--- src/verilog/x86_decode_config.svh ---
/*
  Sizing for the x86 decode stage. The prefix scan covers the first
  MAX_PREFIX bytes only, and an instruction must fit inside one window.
*/
`ifndef X86_DECODE_CONFIG_SVH
`define X86_DECODE_CONFIG_SVH

// Fetch window in bytes
`define WINDOW_BYTES 16

// Leading positions checked for prefix bytes
`define MAX_PREFIX 4

// Instruction pointer width
`define EIP_W 32

// Instruction length field, lengths up to 15 bytes
`define LEN_W 4

`endif

--- src/verilog/x86_decode_pkg.sv ---
/*
  Shared types for the decode stage. The opcode classes cover a fixed
  subset of IA-32 and carry length information only.
*/
`default_nettype none

package x86_decode_pkg;

  typedef enum logic [2:0] {
    SEG_ES = 3'd0,
    SEG_CS = 3'd1,
    SEG_SS = 3'd2,
    SEG_DS = 3'd3,
    SEG_FS = 3'd4,
    SEG_GS = 3'd5
  } seg_e;

  typedef enum logic [2:0] {
    OPC_NONE        = 3'd0,
    OPC_MODRM       = 3'd1,
    OPC_MODRM_IMM8  = 3'd2,
    OPC_MODRM_IMMZ  = 3'd3,
    OPC_IMM8        = 3'd4,
    OPC_IMMZ        = 3'd5,
    OPC_FAR_PTR     = 3'd6,
    OPC_UNSUPPORTED = 3'd7
  } op_class_e;

  // Result of the leading prefix scan
  typedef struct packed {
    logic [2:0] count;
    logic       repne;
    logic       op_size;
    logic       esc_0f;
    logic       seg_over;
    seg_e       seg;
  } prefix_info_t;

endpackage

`default_nettype wire

--- src/verilog/decode_if.sv ---
/*
  Latched instruction passed from the field stage to the length decoder.
  No handshake; valid is a one-cycle strobe per instruction.
*/
`default_nettype none
`timescale 1ns/10ps
`include "x86_decode_config.svh"

interface decode_if import x86_decode_pkg::*; ();

  logic                       valid;
  logic [8*`WINDOW_BYTES-1:0] bytes;
  logic [`EIP_W-1:0]          eip;
  logic [7:0]                 opcode;
  logic [7:0]                 modrm;
  logic [7:0]                 sib;
  prefix_info_t               pinfo;

  modport stage (output valid, bytes, eip, opcode, modrm, sib, pinfo);

  modport decoder (input valid, bytes, eip, opcode, modrm, sib, pinfo);

endinterface

`default_nettype wire

--- src/verilog/field_select_stage.sv ---
/*
  First pipeline register of the decoder. Latches the window, EIP and the
  prefix scan, then picks opcode, ModR/M and SIB behind the prefix run.
  Only valid is reset; the payload is don't-care while valid is low.
*/
`default_nettype none
`timescale 1ns/10ps
`include "x86_decode_config.svh"

module field_select_stage
  import x86_decode_pkg::*;
(
  input  logic                       clk,
  input  logic                       rst,
  input  logic                       fetch_valid,
  input  logic [8*`WINDOW_BYTES-1:0] fetch_bytes,
  input  logic [`EIP_W-1:0]          fetch_eip,
  input  prefix_info_t               pinfo,
  decode_if.stage                    dec
);

  logic                       valid_q;
  logic [8*`WINDOW_BYTES-1:0] bytes_q;
  logic [`EIP_W-1:0]          eip_q;
  prefix_info_t               pinfo_q;
  logic [6:0]                 op_shift;

  always_ff @(posedge clk) begin
    if (rst) begin
      valid_q <= 1'b0;
    end else begin
      valid_q <= fetch_valid;
    end
  end

  always_ff @(posedge clk) begin
    bytes_q <= fetch_bytes;
    eip_q   <= fetch_eip;
    pinfo_q <= pinfo;
  end

  // Opcode sits right after the prefixes
  assign op_shift = {1'b0, pinfo_q.count, 3'b000};

  assign dec.valid  = valid_q;
  assign dec.bytes  = bytes_q;
  assign dec.eip    = eip_q;
  assign dec.pinfo  = pinfo_q;
  assign dec.opcode = 8'(bytes_q >> op_shift);
  assign dec.modrm  = 8'(bytes_q >> (op_shift + 7'd8));
  assign dec.sib    = 8'(bytes_q >> (op_shift + 7'd16));

endmodule

`default_nettype wire

--- src/verilog/length_decoder.sv ---
/*
  Second pipeline register. Classifies the opcode from a fixed table,
  sizes the ModR/M tail and pulls out disp, imm and far-pointer selector.
  Opcodes outside the table decode as one byte and flag de_unsupported.
*/
`default_nettype none
`timescale 1ns/10ps
`include "x86_decode_config.svh"

module length_decoder
  import x86_decode_pkg::*;
(
  input  logic              clk,
  input  logic              rst,
  decode_if.decoder         dec,
  output logic              de_valid,
  output logic [`LEN_W-1:0] de_length,
  output logic [`EIP_W-1:0] de_eip_next,
  output logic [7:0]        de_opcode,
  output logic [7:0]        de_modrm,
  output logic [31:0]       de_disp32,
  output logic [31:0]       de_imm32,
  output logic [15:0]       de_ptr_cs,
  output logic              de_repne,
  output logic              de_op_size_over,
  output logic              de_seg_over,
  output seg_e              de_seg,
  output logic              de_esc_0f,
  output logic              de_hlt,
  output logic              de_iret,
  output logic              de_unsupported
);

  op_class_e         op_class;
  logic              has_modrm;
  logic              sib_pr;
  logic [1:0]        mod;
  logic [2:0]        rm;
  logic [`LEN_W-1:0] cnt;
  logic [`LEN_W-1:0] immz_bytes;
  logic [`LEN_W-1:0] imm_bytes;
  logic [`LEN_W-1:0] sel_bytes;
  logic [`LEN_W-1:0] disp_bytes;
  logic [`LEN_W-1:0] tail;
  logic [`LEN_W-1:0] disp_pos;
  logic [`LEN_W-1:0] imm_pos;
  logic [`LEN_W-1:0] ptr_pos;
  logic [`LEN_W-1:0] len;
  logic [31:0]       disp_raw;
  logic [31:0]       imm_raw;
  logic [31:0]       disp;
  logic [31:0]       imm;
  logic [15:0]       ptr_cs;

  always_comb begin
    op_class = OPC_UNSUPPORTED;
    if (dec.pinfo.esc_0f) begin
      if (dec.opcode == 8'h6F || dec.opcode == 8'h7F) begin
        op_class = OPC_MODRM;
      end
    end else begin
      case (dec.opcode) inside
        8'h90, 8'hC3, 8'hF4, 8'hCF: op_class = OPC_NONE;
        8'h01, 8'h03, 8'h89, 8'h8B: op_class = OPC_MODRM;
        8'h83:                      op_class = OPC_MODRM_IMM8;
        8'h81, 8'hC7:               op_class = OPC_MODRM_IMMZ;
        8'h04, 8'h6A:               op_class = OPC_IMM8;
        [8'hB8:8'hBF], 8'hE8, 8'hE9: op_class = OPC_IMMZ;
        8'hEA:                      op_class = OPC_FAR_PTR;
        default:                    op_class = OPC_UNSUPPORTED;
      endcase
    end
  end

  // 66 shrinks a full immediate to 16 bits
  assign immz_bytes = dec.pinfo.op_size ? 4'd2 : 4'd4;

  always_comb begin
    has_modrm = 1'b0;
    imm_bytes = '0;
    sel_bytes = '0;
    case (op_class)
      OPC_MODRM: begin
        has_modrm = 1'b1;
      end
      OPC_MODRM_IMM8: begin
        has_modrm = 1'b1;
        imm_bytes = 4'd1;
      end
      OPC_MODRM_IMMZ: begin
        has_modrm = 1'b1;
        imm_bytes = immz_bytes;
      end
      OPC_IMM8: imm_bytes = 4'd1;
      OPC_IMMZ: imm_bytes = immz_bytes;
      OPC_FAR_PTR: begin
        imm_bytes = immz_bytes;
        sel_bytes = 4'd2;
      end
      default: ;
    endcase
  end

  assign mod = dec.modrm[7:6];
  assign rm  = dec.modrm[2:0];

  // 32-bit addressing forms
  always_comb begin
    sib_pr     = 1'b0;
    disp_bytes = '0;
    if (!has_modrm || mod == 2'b11) begin
      disp_bytes = '0;
    end else if (mod == 2'b00 && rm == 3'b101) begin
      disp_bytes = 4'd4;
    end else begin
      sib_pr = (rm == 3'b100);
      if (mod == 2'b10 || (mod == 2'b00 && sib_pr && dec.sib[2:0] == 3'b101)) begin
        disp_bytes = 4'd4;
      end else if (mod == 2'b01) begin
        disp_bytes = 4'd1;
      end
    end
  end

  assign cnt      = {1'b0, dec.pinfo.count};
  assign tail     = has_modrm ? (4'd1 + {3'b000, sib_pr} + disp_bytes) : '0;
  assign disp_pos = cnt + 4'd2 + {3'b000, sib_pr};
  assign imm_pos  = cnt + 4'd1 + tail;
  assign ptr_pos  = imm_pos + imm_bytes;
  assign len      = ptr_pos + sel_bytes;

  assign disp_raw = 32'(dec.bytes >> {disp_pos, 3'b000});
  assign imm_raw  = 32'(dec.bytes >> {imm_pos, 3'b000});

  always_comb begin
    case (disp_bytes)
      4'd1:    disp = {{24{disp_raw[7]}}, disp_raw[7:0]};
      4'd4:    disp = disp_raw;
      default: disp = '0;
    endcase
    case (imm_bytes)
      4'd1:    imm = {24'h0, imm_raw[7:0]};
      4'd2:    imm = {16'h0, imm_raw[15:0]};
      4'd4:    imm = imm_raw;
      default: imm = '0;
    endcase
  end

  // Selector follows the offset of a far pointer
  assign ptr_cs = (sel_bytes != '0) ? 16'(dec.bytes >> {ptr_pos, 3'b000}) : '0;

  always_ff @(posedge clk) begin
    if (rst) begin
      de_valid <= 1'b0;
    end else begin
      de_valid <= dec.valid;
    end
  end

  always_ff @(posedge clk) begin
    de_length       <= len;
    de_eip_next     <= dec.eip + `EIP_W'(len);
    de_opcode       <= dec.opcode;
    de_modrm        <= dec.modrm;
    de_disp32       <= disp;
    de_imm32        <= imm;
    de_ptr_cs       <= ptr_cs;
    de_repne        <= dec.pinfo.repne;
    de_op_size_over <= dec.pinfo.op_size;
    de_seg_over     <= dec.pinfo.seg_over;
    de_seg          <= dec.pinfo.seg;
    de_esc_0f       <= dec.pinfo.esc_0f;
    de_hlt          <= (dec.opcode == 8'hF4);
    de_iret         <= (dec.opcode == 8'hCF);
    de_unsupported  <= (op_class == OPC_UNSUPPORTED);
  end

endmodule

`default_nettype wire

--- src/verilog/prefix_scanner.sv ---
/*
  Combinational prefix scan over the first MAX_PREFIX window bytes.
  Only the leading run of prefixes counts; 0F is treated as a prefix.
  With several segment overrides the order ES, CS, SS, DS, FS, GS decides.
*/
`default_nettype none
`timescale 1ns/10ps
`include "x86_decode_config.svh"

module prefix_scanner
  import x86_decode_pkg::*;
(
  input  logic [8*`MAX_PREFIX-1:0] bytes,
  output prefix_info_t             pinfo
);

  logic [`MAX_PREFIX-1:0] m_repne;
  logic [`MAX_PREFIX-1:0] m_size;
  logic [`MAX_PREFIX-1:0] m_0f;
  logic [`MAX_PREFIX-1:0] m_es;
  logic [`MAX_PREFIX-1:0] m_cs;
  logic [`MAX_PREFIX-1:0] m_ss;
  logic [`MAX_PREFIX-1:0] m_ds;
  logic [`MAX_PREFIX-1:0] m_fs;
  logic [`MAX_PREFIX-1:0] m_gs;
  logic [`MAX_PREFIX-1:0] is_pfx;
  logic [`MAX_PREFIX-1:0] therm;

  for (genvar i = 0; i < `MAX_PREFIX; i++) begin : g_cmp
    logic [7:0] b;
    assign b          = bytes[8*i +: 8];
    assign m_repne[i] = (b == 8'hF2);
    assign m_cs[i]    = (b == 8'h2E);
    assign m_ss[i]    = (b == 8'h36);
    assign m_ds[i]    = (b == 8'h3E);
    assign m_es[i]    = (b == 8'h26);
    assign m_fs[i]    = (b == 8'h64);
    assign m_gs[i]    = (b == 8'h65);
    assign m_size[i]  = (b == 8'h66);
    assign m_0f[i]    = (b == 8'h0F);
    assign is_pfx[i]  = m_repne[i] | m_cs[i] | m_ss[i] | m_ds[i] | m_es[i] |
                        m_fs[i] | m_gs[i] | m_size[i] | m_0f[i];
  end

  // Thermometer mask and run length
  always_comb begin
    logic       run;
    logic [2:0] cnt;
    run = 1'b1;
    cnt = '0;
    for (int i = 0; i < `MAX_PREFIX; i++) begin
      run      = run & is_pfx[i];
      therm[i] = run;
      cnt      = cnt + {2'b00, run};
    end
    pinfo.count = cnt;
  end

  always_comb begin
    pinfo.repne    = |(m_repne & therm);
    pinfo.op_size  = |(m_size & therm);
    pinfo.esc_0f   = |(m_0f & therm);
    pinfo.seg_over = |((m_es | m_cs | m_ss | m_ds | m_fs | m_gs) & therm);
    if (|(m_es & therm)) begin
      pinfo.seg = SEG_ES;
    end else if (|(m_cs & therm)) begin
      pinfo.seg = SEG_CS;
    end else if (|(m_ss & therm)) begin
      pinfo.seg = SEG_SS;
    end else if (|(m_ds & therm)) begin
      pinfo.seg = SEG_DS;
    end else if (|(m_fs & therm)) begin
      pinfo.seg = SEG_FS;
    end else if (|(m_gs & therm)) begin
      pinfo.seg = SEG_GS;
    end else begin
      // Default data segment
      pinfo.seg = SEG_DS;
    end
  end

endmodule

`default_nettype wire

--- src/verilog/x86_decode_top.sv ---
/*
  x86 decode stage top level. Results appear two cycles after fetch_valid,
  one instruction per strobe, with no back-pressure.
  de_* data outputs are don't-care while de_valid is low.
*/
`default_nettype none
`timescale 1ns/10ps
`include "x86_decode_config.svh"

module x86_decode_top
  import x86_decode_pkg::*;
(
  input  logic                       clk,
  input  logic                       rst,
  input  logic                       fetch_valid,
  input  logic [8*`WINDOW_BYTES-1:0] fetch_bytes,
  input  logic [`EIP_W-1:0]          fetch_eip,
  output logic                       de_valid,
  output logic [`LEN_W-1:0]          de_length,
  output logic [`EIP_W-1:0]          de_eip_next,
  output logic [7:0]                 de_opcode,
  output logic [7:0]                 de_modrm,
  output logic [31:0]                de_disp32,
  output logic [31:0]                de_imm32,
  output logic [15:0]                de_ptr_cs,
  output logic                       de_repne,
  output logic                       de_op_size_over,
  output logic                       de_seg_over,
  output seg_e                       de_seg,
  output logic                       de_esc_0f,
  output logic                       de_hlt,
  output logic                       de_iret,
  output logic                       de_unsupported
);

  prefix_info_t pinfo;

  decode_if dec_bus ();

  prefix_scanner u_scan (
    .bytes (fetch_bytes[8*`MAX_PREFIX-1:0]),
    .pinfo (pinfo)
  );

  field_select_stage u_fields (
    .clk         (clk),
    .rst         (rst),
    .fetch_valid (fetch_valid),
    .fetch_bytes (fetch_bytes),
    .fetch_eip   (fetch_eip),
    .pinfo       (pinfo),
    .dec         (dec_bus.stage)
  );

  length_decoder u_len (
    .clk             (clk),
    .rst             (rst),
    .dec             (dec_bus.decoder),
    .de_valid        (de_valid),
    .de_length       (de_length),
    .de_eip_next     (de_eip_next),
    .de_opcode       (de_opcode),
    .de_modrm        (de_modrm),
    .de_disp32       (de_disp32),
    .de_imm32        (de_imm32),
    .de_ptr_cs       (de_ptr_cs),
    .de_repne        (de_repne),
    .de_op_size_over (de_op_size_over),
    .de_seg_over     (de_seg_over),
    .de_seg          (de_seg),
    .de_esc_0f       (de_esc_0f),
    .de_hlt          (de_hlt),
    .de_iret         (de_iret),
    .de_unsupported  (de_unsupported)
  );

endmodule

`default_nettype wire

--- config.mk ---
export PLATFORM = sky130hd
export DESIGN_NAME = x86_decode_top
export DESIGN_NICKNAME = d
export VERILOG_FILES = /design/src/verilog/x86_decode_pkg.sv /design/src/verilog/decode_if.sv /design/src/verilog/field_select_stage.sv /design/src/verilog/length_decoder.sv /design/src/verilog/prefix_scanner.sv /design/src/verilog/x86_decode_top.sv
export VERILOG_INCLUDE_DIRS = /design/src /design/src/verilog
export SDC_FILE = /design/constraint.sdc
export NUM_CORES = 1
export LEC_CHECK = 0
export BUFFER_PORTS_ARGS = -buffer_cell sky130_fd_sc_hd__buf_2
export CAP_MARGIN = 20
export CORE_ASPECT_RATIO = 1.2
export CORE_MARGIN = 2
export CORE_UTILIZATION = 40
export CTS_CLUSTER_DIAMETER = 60
export DETAILED_ROUTE_END_ITERATION = 7
export PLACE_DENSITY = 0.7
export SETUP_SLACK_MARGIN = 0.5
export SYNTH_ARGS = -nofsm -noshare
export SYNTH_HDL_FRONTEND = slang
export SYNTH_HIERARCHICAL = 1
export SYNTH_SLANG_ARGS = --single-unit
--- constraint.sdc ---
create_clock -name clk -period 13.95 [get_ports clk]
set_clock_uncertainty 0.15 [all_clocks]
set_input_delay 1.395 -clock clk [delete_from_list [all_inputs] [get_ports clk]]
set_output_delay 1.395 -clock clk [all_outputs]
set_load 0.1 [all_outputs]
==> results of run 1 <==
[worst min-delay path by stage]
stage,start,to,slack (ns),cells after the start
after CTS,u_fields/dec.pinfo[1],u_len/de_seg[1],0.18,0
after detailed placement,u_fields/dec.pinfo[0],u_len/de_seg[0],0.17,0
final,u_fields/dec.pinfo[1],u_len/de_seg[1],0.18,0
after global placement,u_fields/dec.pinfo[3],u_len/de_seg_over,0.17,0
after global routing,u_fields/dec.pinfo[1],u_len/de_seg[1],0.18,0
after floorplan,u_fields/dec.pinfo[6],u_len/de_repne,0.16,0
[through the flow]
step / std cells / hold WS, ns
after floorplan: 1730 / 0.160
after CTS: 2607 / 0.181
final: 2610 / 0.180
after global placement: 2541 / 0.167
after detailed placement: 2541 / 0.168
after global routing: 2609 / 0.183
[registers in the layout (all words and copies together) (netlist names), 3 cells and up]
register            flops
u_fields/dec.bytes    128
u_fields/dec.eip       32
u_len/de_disp32        32
u_len/de_eip_next      32
u_len/de_imm32         32
u_len/de_ptr_cs        16
u_fields/dec.pinfo     10
u_len/de_modrm          8
u_len/de_opcode         8
u_len/de_length         4
u_len/de_seg            3
[report_power, final]
group	leakage [nW]	switching [mW]	total, mW	internal (mW)
clock	0.610	0.398	0.980	0.582
sequential	2.61	0.0725	1.01	0.938
combinational	5.63	0.290	0.462	0.172
[worst max-delay path, cell delays in order, from the launching register on]
cell and delay (ns):
dfxtp_2 0.31, buf_4 0.48, mux4_1 0.62, mux2_2 0.37, o31ai_1 0.46, o21ai_0 0.33, or3b_2 0.57, ha_1 0.29
or2_2 0.32, ha_4 0.17, fa_4 0.50, xor2_4 0.13, buf_4 0.62, clkinv_1 0.75, ha_1 0.59, a21oi_1 0.08
or3_1 0.47, nand2_2 0.64, xor2_1 0.17, ha_1 0.35, inv_1 0.08, o21ba_2 0.23, nor2_1 0.48, nand3_1 0.22
xnor2_1 0.18
[area by class of cell]
type | instances | share of cell area [%]
Sequential cell | 314 | 28.0
Inverter | 28 | 0.468
Clock inverter | 20 | 1.12
Timing Repair Buffer | 335 | 7.86
Multi-Input combinational cell | 1236 | 54.5
Clock buffer | 46 | 4.50
Tap cell | 630 | 3.51
Antenna cell | 1 | 0.0112
[per-layer routing]
layer / routed length (µm) / vias to the layer above / global-route usage [%]
met4: 6500 / 4 / 21.8
met1: 26900 / 8185 / 34.7
met3: 7330 / 339 / 7.01
met5: 27 / - / 0
met2: 34100 / 1250 / 46.5
li1: - / 7172 / -
[layout by cell type (no fill, tap or decap), types with 6 or more instances in the layout]
cell type    n
mux2_2      50
a211oi_2     9
inv_1       26
nand2b_1    12
and2_1      15
buf_2      305
nor4_1       7
a2111oi_2    6
buf_4       28
nor2_1      95
mux2i_1    165
o21ai_0     44
and3_1      18
o211ai_1    12
mux4_2     189
nand2_1    142
a211oi_1    59
clkbuf_16   37
a311oi_1    36
a31oi_1     10
mux4_1       7
ha_1        15
a21oi_1     67
o31ai_1      8
nor3_1      13
xor2_1       9
a2111oi_4    6
o21a_1       6
a22o_1       8
nand3_1     22
dfxtp_1    312
o22ai_1     19
nor2b_1     27
nand4_1     12
xnor2_1     23
==> impl_metrics.json, run 1 <==
{
  "grt_pass1_wl_um": 109000,
  "synth_area_per_cell_um2": 11.1,
  "rsz0062_at_grt": "false",
  "path_clk_slew_ns": 0.07,
  "start_util_pct": 40.3,
  "synth.net_count": 1915,
  "area_delta_synth_final_pct": 16.6,
  "numClockSinks": 314,
  "ctsResizeCount": 0,
  "nNetsFinal": 2136,
  "drtIter0Drc": 2246,
  "grt_remaining_overflow": 0,
  "h-tree-depth": 2,
  "fin_setup_tns_ns": 0,
  "period_needed_ns": 9.82,
  "fin_crit_sh_pct": 70.4,
  "grt_pass1_vias": 16600,
  "ff_latch_area_um2": 6290,
  "multi_input_area_um2": 12200,
  "coreArea_um2": 47800,
  "ys.warnings.count": 6,
  "routabilityCongestion": 1.02,
  "portBuffers": 305,
  "status": "completed",
  "crit_type": "flip-flop to flip-flop",
  "cts_hold_buffers": 0,
  "hpwl_um": 54400,
  "clk_latency_ns": 0.56,
  "timing.final.ws_setup_ns": 4.13,
  "cp_max_fo": 48,
  "drtAntennaViolNets": 0,
  "report.final.hold_viol_count": 0,
  "worst_pin_slew_ns": 1.11,
  "arrival_ns": 10.10,
  "postRouteWirelength_um": 74900,
  "drive_gt1_share_pct": 35.5,
  "clockBufferDepth": 3,
  "preCtsSetupSlack_ns": 4.12,
  "cts_buffers": 36,
  "synth_area_um2": 19200,
  "via_per_inst": 6.49,
  "r2r-start": "u_fields/dec.pinfo[7]",
  "maxSlewViolCount": 0,
  "startpoint": "u_fields/dec.pinfo[7]",
  "postLayoutCellArea_um2": 22400,
  "drc": 0,
  "critPathLaunchType": "flip-flop",
  "power_mw": 2.45,
  "power_density_nw_per_um2": 109,
  "io_pins": 306,
  "cp-endpoint": "u_len/de_eip_next[27]",
  "post_dp_cell_area_um2": 21100,
  "die-area_um2": 49900,
  "fill_cells": 4441,
  "die_h_um": 244,
  "drv_cap": 0,
  "syn_inst": 1730,
  "cts_tree": "built",
  "root_buffer": "clkbuf_16",
  "r2r_slack_ns": 4.13,
  "die_width_um": 204,
  "grt_max_degree": 76,
  "r2r_cells": 24,
  "fp-row-count": 88,
  "cp.required_ns": 14.24,
  "cp-end-kind": "flip-flop",
  "slew_headroom_pct": 25.9,
  "post_drt_wl_per_cell_um": 28.7,
  "post-route-util_pct": 47.0,
  "max_freq_ghz": 0.102,
  "hp-class": "flip-flop to flip-flop",
  "setup_viol": 0,
  "drt_first_pass_iters": 6,
  "antenna_found_initial": 3,
  "grt_usage_pct": 29.4,
  "power_leakage_nw": 8.85,
  "rr_endpoint": "u_len/de_eip_next[27]",
  "vias": 17000,
  "postCtsSetupBuffers": 0,
  "peakVddDrop_v": 0.0000849
}
Note: power is estimated with default switching activity, not from simulation.
==> run 2, diff against run 1 <==
--- a/config.mk
+++ b/config.mk
@@ -13,7 +13,7 @@
 export CORE_UTILIZATION = 40
 export CTS_CLUSTER_DIAMETER = 60
 export DETAILED_ROUTE_END_ITERATION = 7
-export PLACE_DENSITY = 0.7
+export PLACE_DENSITY = 0.72
 export SETUP_SLACK_MARGIN = 0.5
 export SYNTH_ARGS = -nofsm -noshare
 export SYNTH_HDL_FRONTEND = slang
==> constraint.sdc (replaced) <==
create_clock -name clk -period 8.81 [get_ports clk]
set_clock_uncertainty 0.15 [all_clocks]
set_input_delay 0.881 -clock clk [delete_from_list [all_inputs] [get_ports clk]]
set_output_delay 0.881 -clock clk [all_outputs]
set_load 0.1 [all_outputs]
==> run 2 against run 1 <==
Power up 59%. Clock-buffer cell count unchanged. Sequential share of layout area shrank 0.18 points. Critical endpoint is now u_len/de_ptr_cs[1]. Largest power group unchanged.
==> impl_metrics.json, run 2 (synthesis gave the netlist of run 1 again) <==
{
  "mostFrequentLayoutCell": "dfxtp_1",
  "cts_buffers": 38,
  "routabilityCongestion": 1.13,
  "cp.required_ns": 9.10,
  "grt_pass1_wl_um": 110000,
  "grt_max_degree": 91,
  "path_clk_slew_ns": 0.06,
  "drt_first_pass_iters": 5,
  "clk_latency_ns": 0.57,
  "peakVddDrop_v": 0.000153,
  "drtIter0Drc": 2449,
  "coreArea_um2": 47800,
  "cts_tree": "built",
  "start_util_pct": 40.3,
  "cp_max_fo": 72,
  "busiest_layer": "met2",
  "portBuffers": 305,
  "cts_hold_buffers": 0,
  "crit_type": "flip-flop to flip-flop",
  "antenna_found_initial": 6,
  "nNetsFinal": 2157,
  "power_frac_seq_pct": 41.4,
  "via_per_inst": 6.56,
  "post_dp_cell_area_um2": 21300,
  "h-tree-depth": 2,
  "max_freq_ghz": 0.124,
  "vias": 17300,
  "p_switching_mw": 1.24,
  "fin_crit_sh_pct": 91.5,
  "post_drt_wl_per_cell_um": 29.0,
  "hp-class": "flip-flop to flip-flop",
  "power_leakage_nw": 8.97,
  "p_comb_share_pct": 18.4,
  "arrival_ns": 8.36,
  "io_pins": 306,
  "fin_setup_tns_ns": 0,
  "grt_util_met2_pct": 47.6,
  "power.share.clock_pct": 40.2,
  "setup_viol": 0,
  "report.final.hold_viol_count": 0,
  "die-area_um2": 49900,
  "status": "completed",
  "power_density_nw_per_um2": 173,
  "slew_headroom_pct": 14.3,
  "die_width_um": 204,
  "drtAntennaViolNets": 0,
  "grt_usage_pct": 29.9,
  "maxSlewViolCount": 0,
  "grt_pass1_vias": 17200,
  "worst_pin_slew_ns": 1.27,
  "period_needed_ns": 8.06,
  "largest_register_ffs": 128,
  "drive_gt1_share_pct": 36.2,
  "clockBufferDepth": 3,
  "fill_cells": 4428,
  "postRouteWirelength_um": 76300,
  "die_h_um": 244,
  "r2r_slack_ns": 0.75,
  "drc": 0,
  "critPathLaunchType": "flip-flop",
  "grt_remaining_overflow": 0,
  "drv_cap": 0,
  "power_switching_share_pct": 31.8,
  "grt_util_met1_pct": 33.6,
  "rsz0062_at_grt": "false",
  "internal_power_mw": 2.67,
  "cp-end-kind": "flip-flop",
  "numClockSinks": 314,
  "mostFrequentLayoutCells": "312 x dfxtp_1, 305 x buf_2, 189 x mux4_2",
  "fp-row-count": 88,
  "postCtsSetupBuffers": 0,
  "globalRouteMet3Util_pct": 8.41,
  "postLayoutCellArea_um2": 22600,
  "hpwl_um": 54100,
  "area_delta_synth_final_pct": 17.4,
  "root_buffer": "clkbuf_16"
}
-- run 2: changes by cell type in the layout (fill, tap and decap cells not counted), sizes merged --
cell / delta
buf: +20
bufinv: -1
clkbuf: -1
clkinv: +3
clkinvlp: -2
diode: +3
inv: +2
-- run 2: cell type report --
class | count | area (µm²) | area share, %
inverters | 28 | 105 | 0.465
diodes | 4 | 10.0 | 0.0443
clock inverters | 22 | 243 | 1.07
multi-input cells | 1236 | 12200 | 54.1
flip-flops and latches | 314 | 6290 | 27.8
repair buffers | 354 | 1920 | 8.49
well taps | 630 | 788 | 3.49
clock buffers | 46 | 1020 | 4.52
-- run 2: critical path, stage by stage, from the launching register on --
cell and delay [ns]:
dfxtp_2 0.83, mux4_2 0.60, mux2_2 0.38, nor2_1 0.21
a41o_1 0.27, o21ai_0 0.27, or3b_2 0.59, ha_1 0.32
or2_2 0.33, ha_4 0.18, fa_4 0.81, inv_1 0.13
fa_4 0.86, buf_4 0.79, mux4_2 0.62, and3_1 0.20
a311oi_1 0.29, a211oi_1 0.09
-- run 2: through the flow --
stage / utilization (%) / power (mW) / setup slack (ns) / hold WS, ns / instances
after global routing: 47.3 / 4.04 / 0.513 / 0.192 / 2630
after global placement: 44.5 / 2.33 / 1.08 / 0.166 / 2560
after CTS: 47.2 / 3.92 / 0.741 / 0.185 / 2628
after floorplan: - / 2.11 / 1.29 / 0.160 / 1730
final: 47.3 / 3.91 / 0.748 / 0.184 / 2634
after detailed placement: 44.5 / 2.34 / 0.826 / 0.164 / 2560
-- run 2: power groups by stage --
stage	sequential (mW)	clock (mW)	combinational (mW)
6_report	1.62	1.57	0.719
5_1_grt	1.62	1.67	0.753
4_1_cts	1.61	1.61	0.707
3_5_place_dp	1.64	0	0.703
3_3_place_gp	1.64	0	0.695
2_1_floorplan	1.75	0	0.363
-- run 2: path summary, 6_finish.rpt --
path                            depth (start not counted)                  to                   from
worst max-delay path                                   17  u_len/de_ptr_cs[1]  u_fields/dec.pinfo[9]
worst min-delay path                                    0   u_len/de_seg_over  u_fields/dec.pinfo[3]
worst max register to register                         17  u_len/de_ptr_cs[1]  u_fields/dec.pinfo[9]
worst min register to register                          0   u_len/de_seg_over  u_fields/dec.pinfo[3]
-- run 2: repair_timing --
item                                    in CTS  in global routing
gates resized for setup                      0                  1
hold endpoints to repair                     0                  0
endpoints found under the setup margin       0                 13
-- run 2: metal layers --
metal	wire (µm)	vias up
li1	-	7230
met1	25800	8183
met2	34800	1456
met3	8650	414
met4	6980	6
met5	46	-
==> run 3, diff against run 2 <==
--- a/config.mk
+++ b/config.mk
@@ -11,9 +11,10 @@
 export CORE_ASPECT_RATIO = 1.2
 export CORE_MARGIN = 2
 export CORE_UTILIZATION = 40
+export CTS_BUF_LIST = sky130_fd_sc_hd__clkbuf_8
 export CTS_CLUSTER_DIAMETER = 60
 export DETAILED_ROUTE_END_ITERATION = 7
-export PLACE_DENSITY = 0.72
+export PLACE_DENSITY_LB_ADDON = 0.08
 export SETUP_SLACK_MARGIN = 0.5
 export SYNTH_ARGS = -nofsm -noshare
 export SYNTH_HDL_FRONTEND = slang
==> run 3 against run 2 <==
Core utilization is 0.086 points higher. Critical path type unchanged. Global-route usage is 1.8 points higher. Power is 3.8% lower. Highest routed layer unchanged. Sequential share of layout area is 0.062 points lower. Cell area is 0.18% higher. Cell count is 1.6% higher. Die area stayed put. Clock power is 9.6% lower. Routed wire length is 6.0% higher.
==> impl_metrics.json, run 3 (synthesis gave the netlist of run 1 again) <==
{
  "die_h_um": 244,
  "post-route-util_pct": 47.4,
  "cp.depth": 17,
  "fin_crit_sh_pct": 90.0,
  "maxSlewViolCount": 0,
  "postRouteWirelength_um": 80900,
  "max_stage_delay_ns": 0.86,
  "mostFrequentLayoutCell": "dfxtp_1",
  "ff_latch_area_um2": 6290,
  "multi_input_area_um2": 12200,
  "max_freq_ghz": 0.126,
  "antenna_found_initial": 8,
  "postCtsSetupBuffers": 0,
  "area_delta_synth_final_pct": 17.6,
  "drtAntennaViolNets": 0,
  "grt_pass1_vias": 16600,
  "hold_depth": 1,
  "busiest_layer": "met2",
  "h-tree-depth": 2,
  "power_leakage_nw": 9.06,
  "drt_first_pass_iters": 8,
  "setup_viol": 0,
  "critPathLaunchType": "flip-flop",
  "crit_top_cell": "fa_4",
  "cp_top_family": "adder cells",
  "nNetsFinal": 2187,
  "start_util_pct": 40.3,
  "grt_util_met1_pct": 34.8,
  "clockBufferDepth": 3,
  "hp-class": "primary input to flip-flop",
  "path_clk_slew_ns": 0.07,
  "crit_path_top_delay_cell": "fa_4",
  "fin_setup_tns_ns": 0,
  "io_pins": 306,
  "grt_util_met2_pct": 52.4,
  "clk_latency_ns": 0.67,
  "routabilityCongestion": 1.01,
  "coreArea_um2": 47800,
  "numClockSinks": 314,
  "root_buffer": "clkbuf_8",
  "drv_cap": 0,
  "p_switching_mw": 1.19,
  "drc": 0,
  "r2r_cells": 17,
  "drive_gt1_share_pct": 37.4,
  "via_per_inst": 6.27,
  "p_comb_share_pct": 19.7,
  "report.final.hold_viol_count": 0,
  "power_switching_share_pct": 31.7,
  "arrival_ns": 8.30,
  "grt_usage_pct": 31.8,
  "die_width_um": 204,
  "cp_num_buf_inv": 3,
  "grt_pass1_wl_um": 114000,
  "period_needed_ns": 7.93,
  "die-area_um2": 49900,
  "cts_buffers": 52,
  "vias": 16800,
  "hpwl_um": 58600,
  "globalRouteMet3Util_pct": 7.21,
  "rsz0062_at_grt": "false",
  "cp.required_ns": 9.18,
  "cts_tree": "built",
  "power_density_nw_per_um2": 166,
  "fp-row-count": 88,
  "largest_register_ffs": 128,
  "power_frac_seq_pct": 42.6,
  "power.share.clock_pct": 37.7,
  "cp-end-kind": "flip-flop",
  "worst_pin_slew_ns": 1.13,
  "grt_max_degree": 74,
  "drtIter0Drc": 1609,
  "mostFrequentLayoutCells": "312 x dfxtp_1, 305 x buf_2, 189 x mux4_2",
  "peakVddDrop_v": 0.000112,
  "internal_power_mw": 2.57,
  "portBuffers": 305,
  "grt_remaining_overflow": 0,
  "slew_headroom_pct": 24.3,
  "fill_cells": 4514,
  "cp_max_fo": 72,
  "cp_cell_sequence": "buf_12, mux4_1, mux2_2, o31ai_1, o21ai_0, or3b_2, ha_1, or2_2, ha_4, fa_4, inv_1, fa_4, buf_4, mux4_2, and3_1, a311oi_1, a211oi_1",
  "crit_type": "flip-flop to flip-flop",
  "post_drt_wl_per_cell_um": 30.2,
  "status": "completed"
}
==> run 3: cell count changes in the layout (fill, tap and decap cells not counted), sizes merged <==
cell      before  now
clkbuf        46   67
buf          354  370
clkinv        11   16
bufinv         2    4
clkinvlp       1    2
diode          4    3
inv           36   35
==> run 3: area by class of cell <==
cell class	instances	share of cell area, %
multi-input combinational	1236	54.0
sequential	314	27.8
timing repair buffer	370	9.01
clock buffer	67	4.07
tap	630	3.48
clock inverter	29	1.12
inverter	28	0.464
antenna	3	0.0332
==> run 3: metal layers <==
| layer | share of wire [%] | wire length (µm) | vias to the layer above |
|---|---|---|---|
| met5 | 0.031 | 25 | - |
| met4 | 9.1 | 7350 | 4 |
| met3 | 8.3 | 6740 | 290 |
| met2 | 48 | 39200 | 1040 |
| met1 | 34 | 27600 | 8182 |
| li1 | - | - | 7270 |
==> run 3: power groups by stage <==
stage,Combinational [mW],Clock (mW),Sequential [mW]
after CTS,0.735,1.46,1.60
after floorplan,0.363,0,1.75
after global placement,0.729,0,1.63
after detailed placement,0.733,0,1.63
final,0.742,1.42,1.60
after global routing,0.777,1.52,1.60
==> run 3: final timing paths <==
path                            endpoint                  start  slack [ns]
setup / recovery      u_len/de_ptr_cs[1]  u_fields/dec.pinfo[7]        0.88
hold / removal    u_fields/dec.bytes[49]        fetch_bytes[49]        0.16
setup reg to reg      u_len/de_ptr_cs[1]  u_fields/dec.pinfo[7]        0.88
hold reg to reg          u_len/de_seg[0]  u_fields/dec.pinfo[0]        0.18
==> run 3: what timing repair did <==
action	CTS	global route
endpoints found under the setup margin	0	1
hold buffers	0	0
resized for setup	0	1
==> run 3: through the flow <==
| stage | instance area, µm² | setup slack (ns) | total power [mW] | instances | hold WS, ns |
|---|---|---|---|---|---|
| after detailed placement | 21400 | 0.651 | 2.36 | 2576 | 0.166 |
| after global placement | 21400 | 0.809 | 2.36 | 2576 | 0.168 |
| after global routing | 22600 | 0.518 | 3.90 | 2675 | 0.136 |
| after CTS | 22600 | 0.657 | 3.79 | 2672 | 0.131 |
| final | 22600 | 0.880 | 3.76 | 2677 | 0.157 |
| after floorplan | 19200 | 1.29 | 2.11 | 1730 | 0.160 |
==> run 3: worst reg2reg max path, stage by stage, from the launching register on <==
cell and delay (ns):
dfxtp_2 0.45, buf_12 0.27, mux4_1 0.60, mux2_2 0.38
o31ai_1 0.50, o21ai_0 0.38, or3b_2 0.58, ha_1 0.29
or2_2 0.32, ha_4 0.18, fa_4 0.79, inv_1 0.15
fa_4 0.86, buf_4 0.77, mux4_2 0.64, and3_1 0.19
a311oi_1 0.24, a211oi_1 0.08
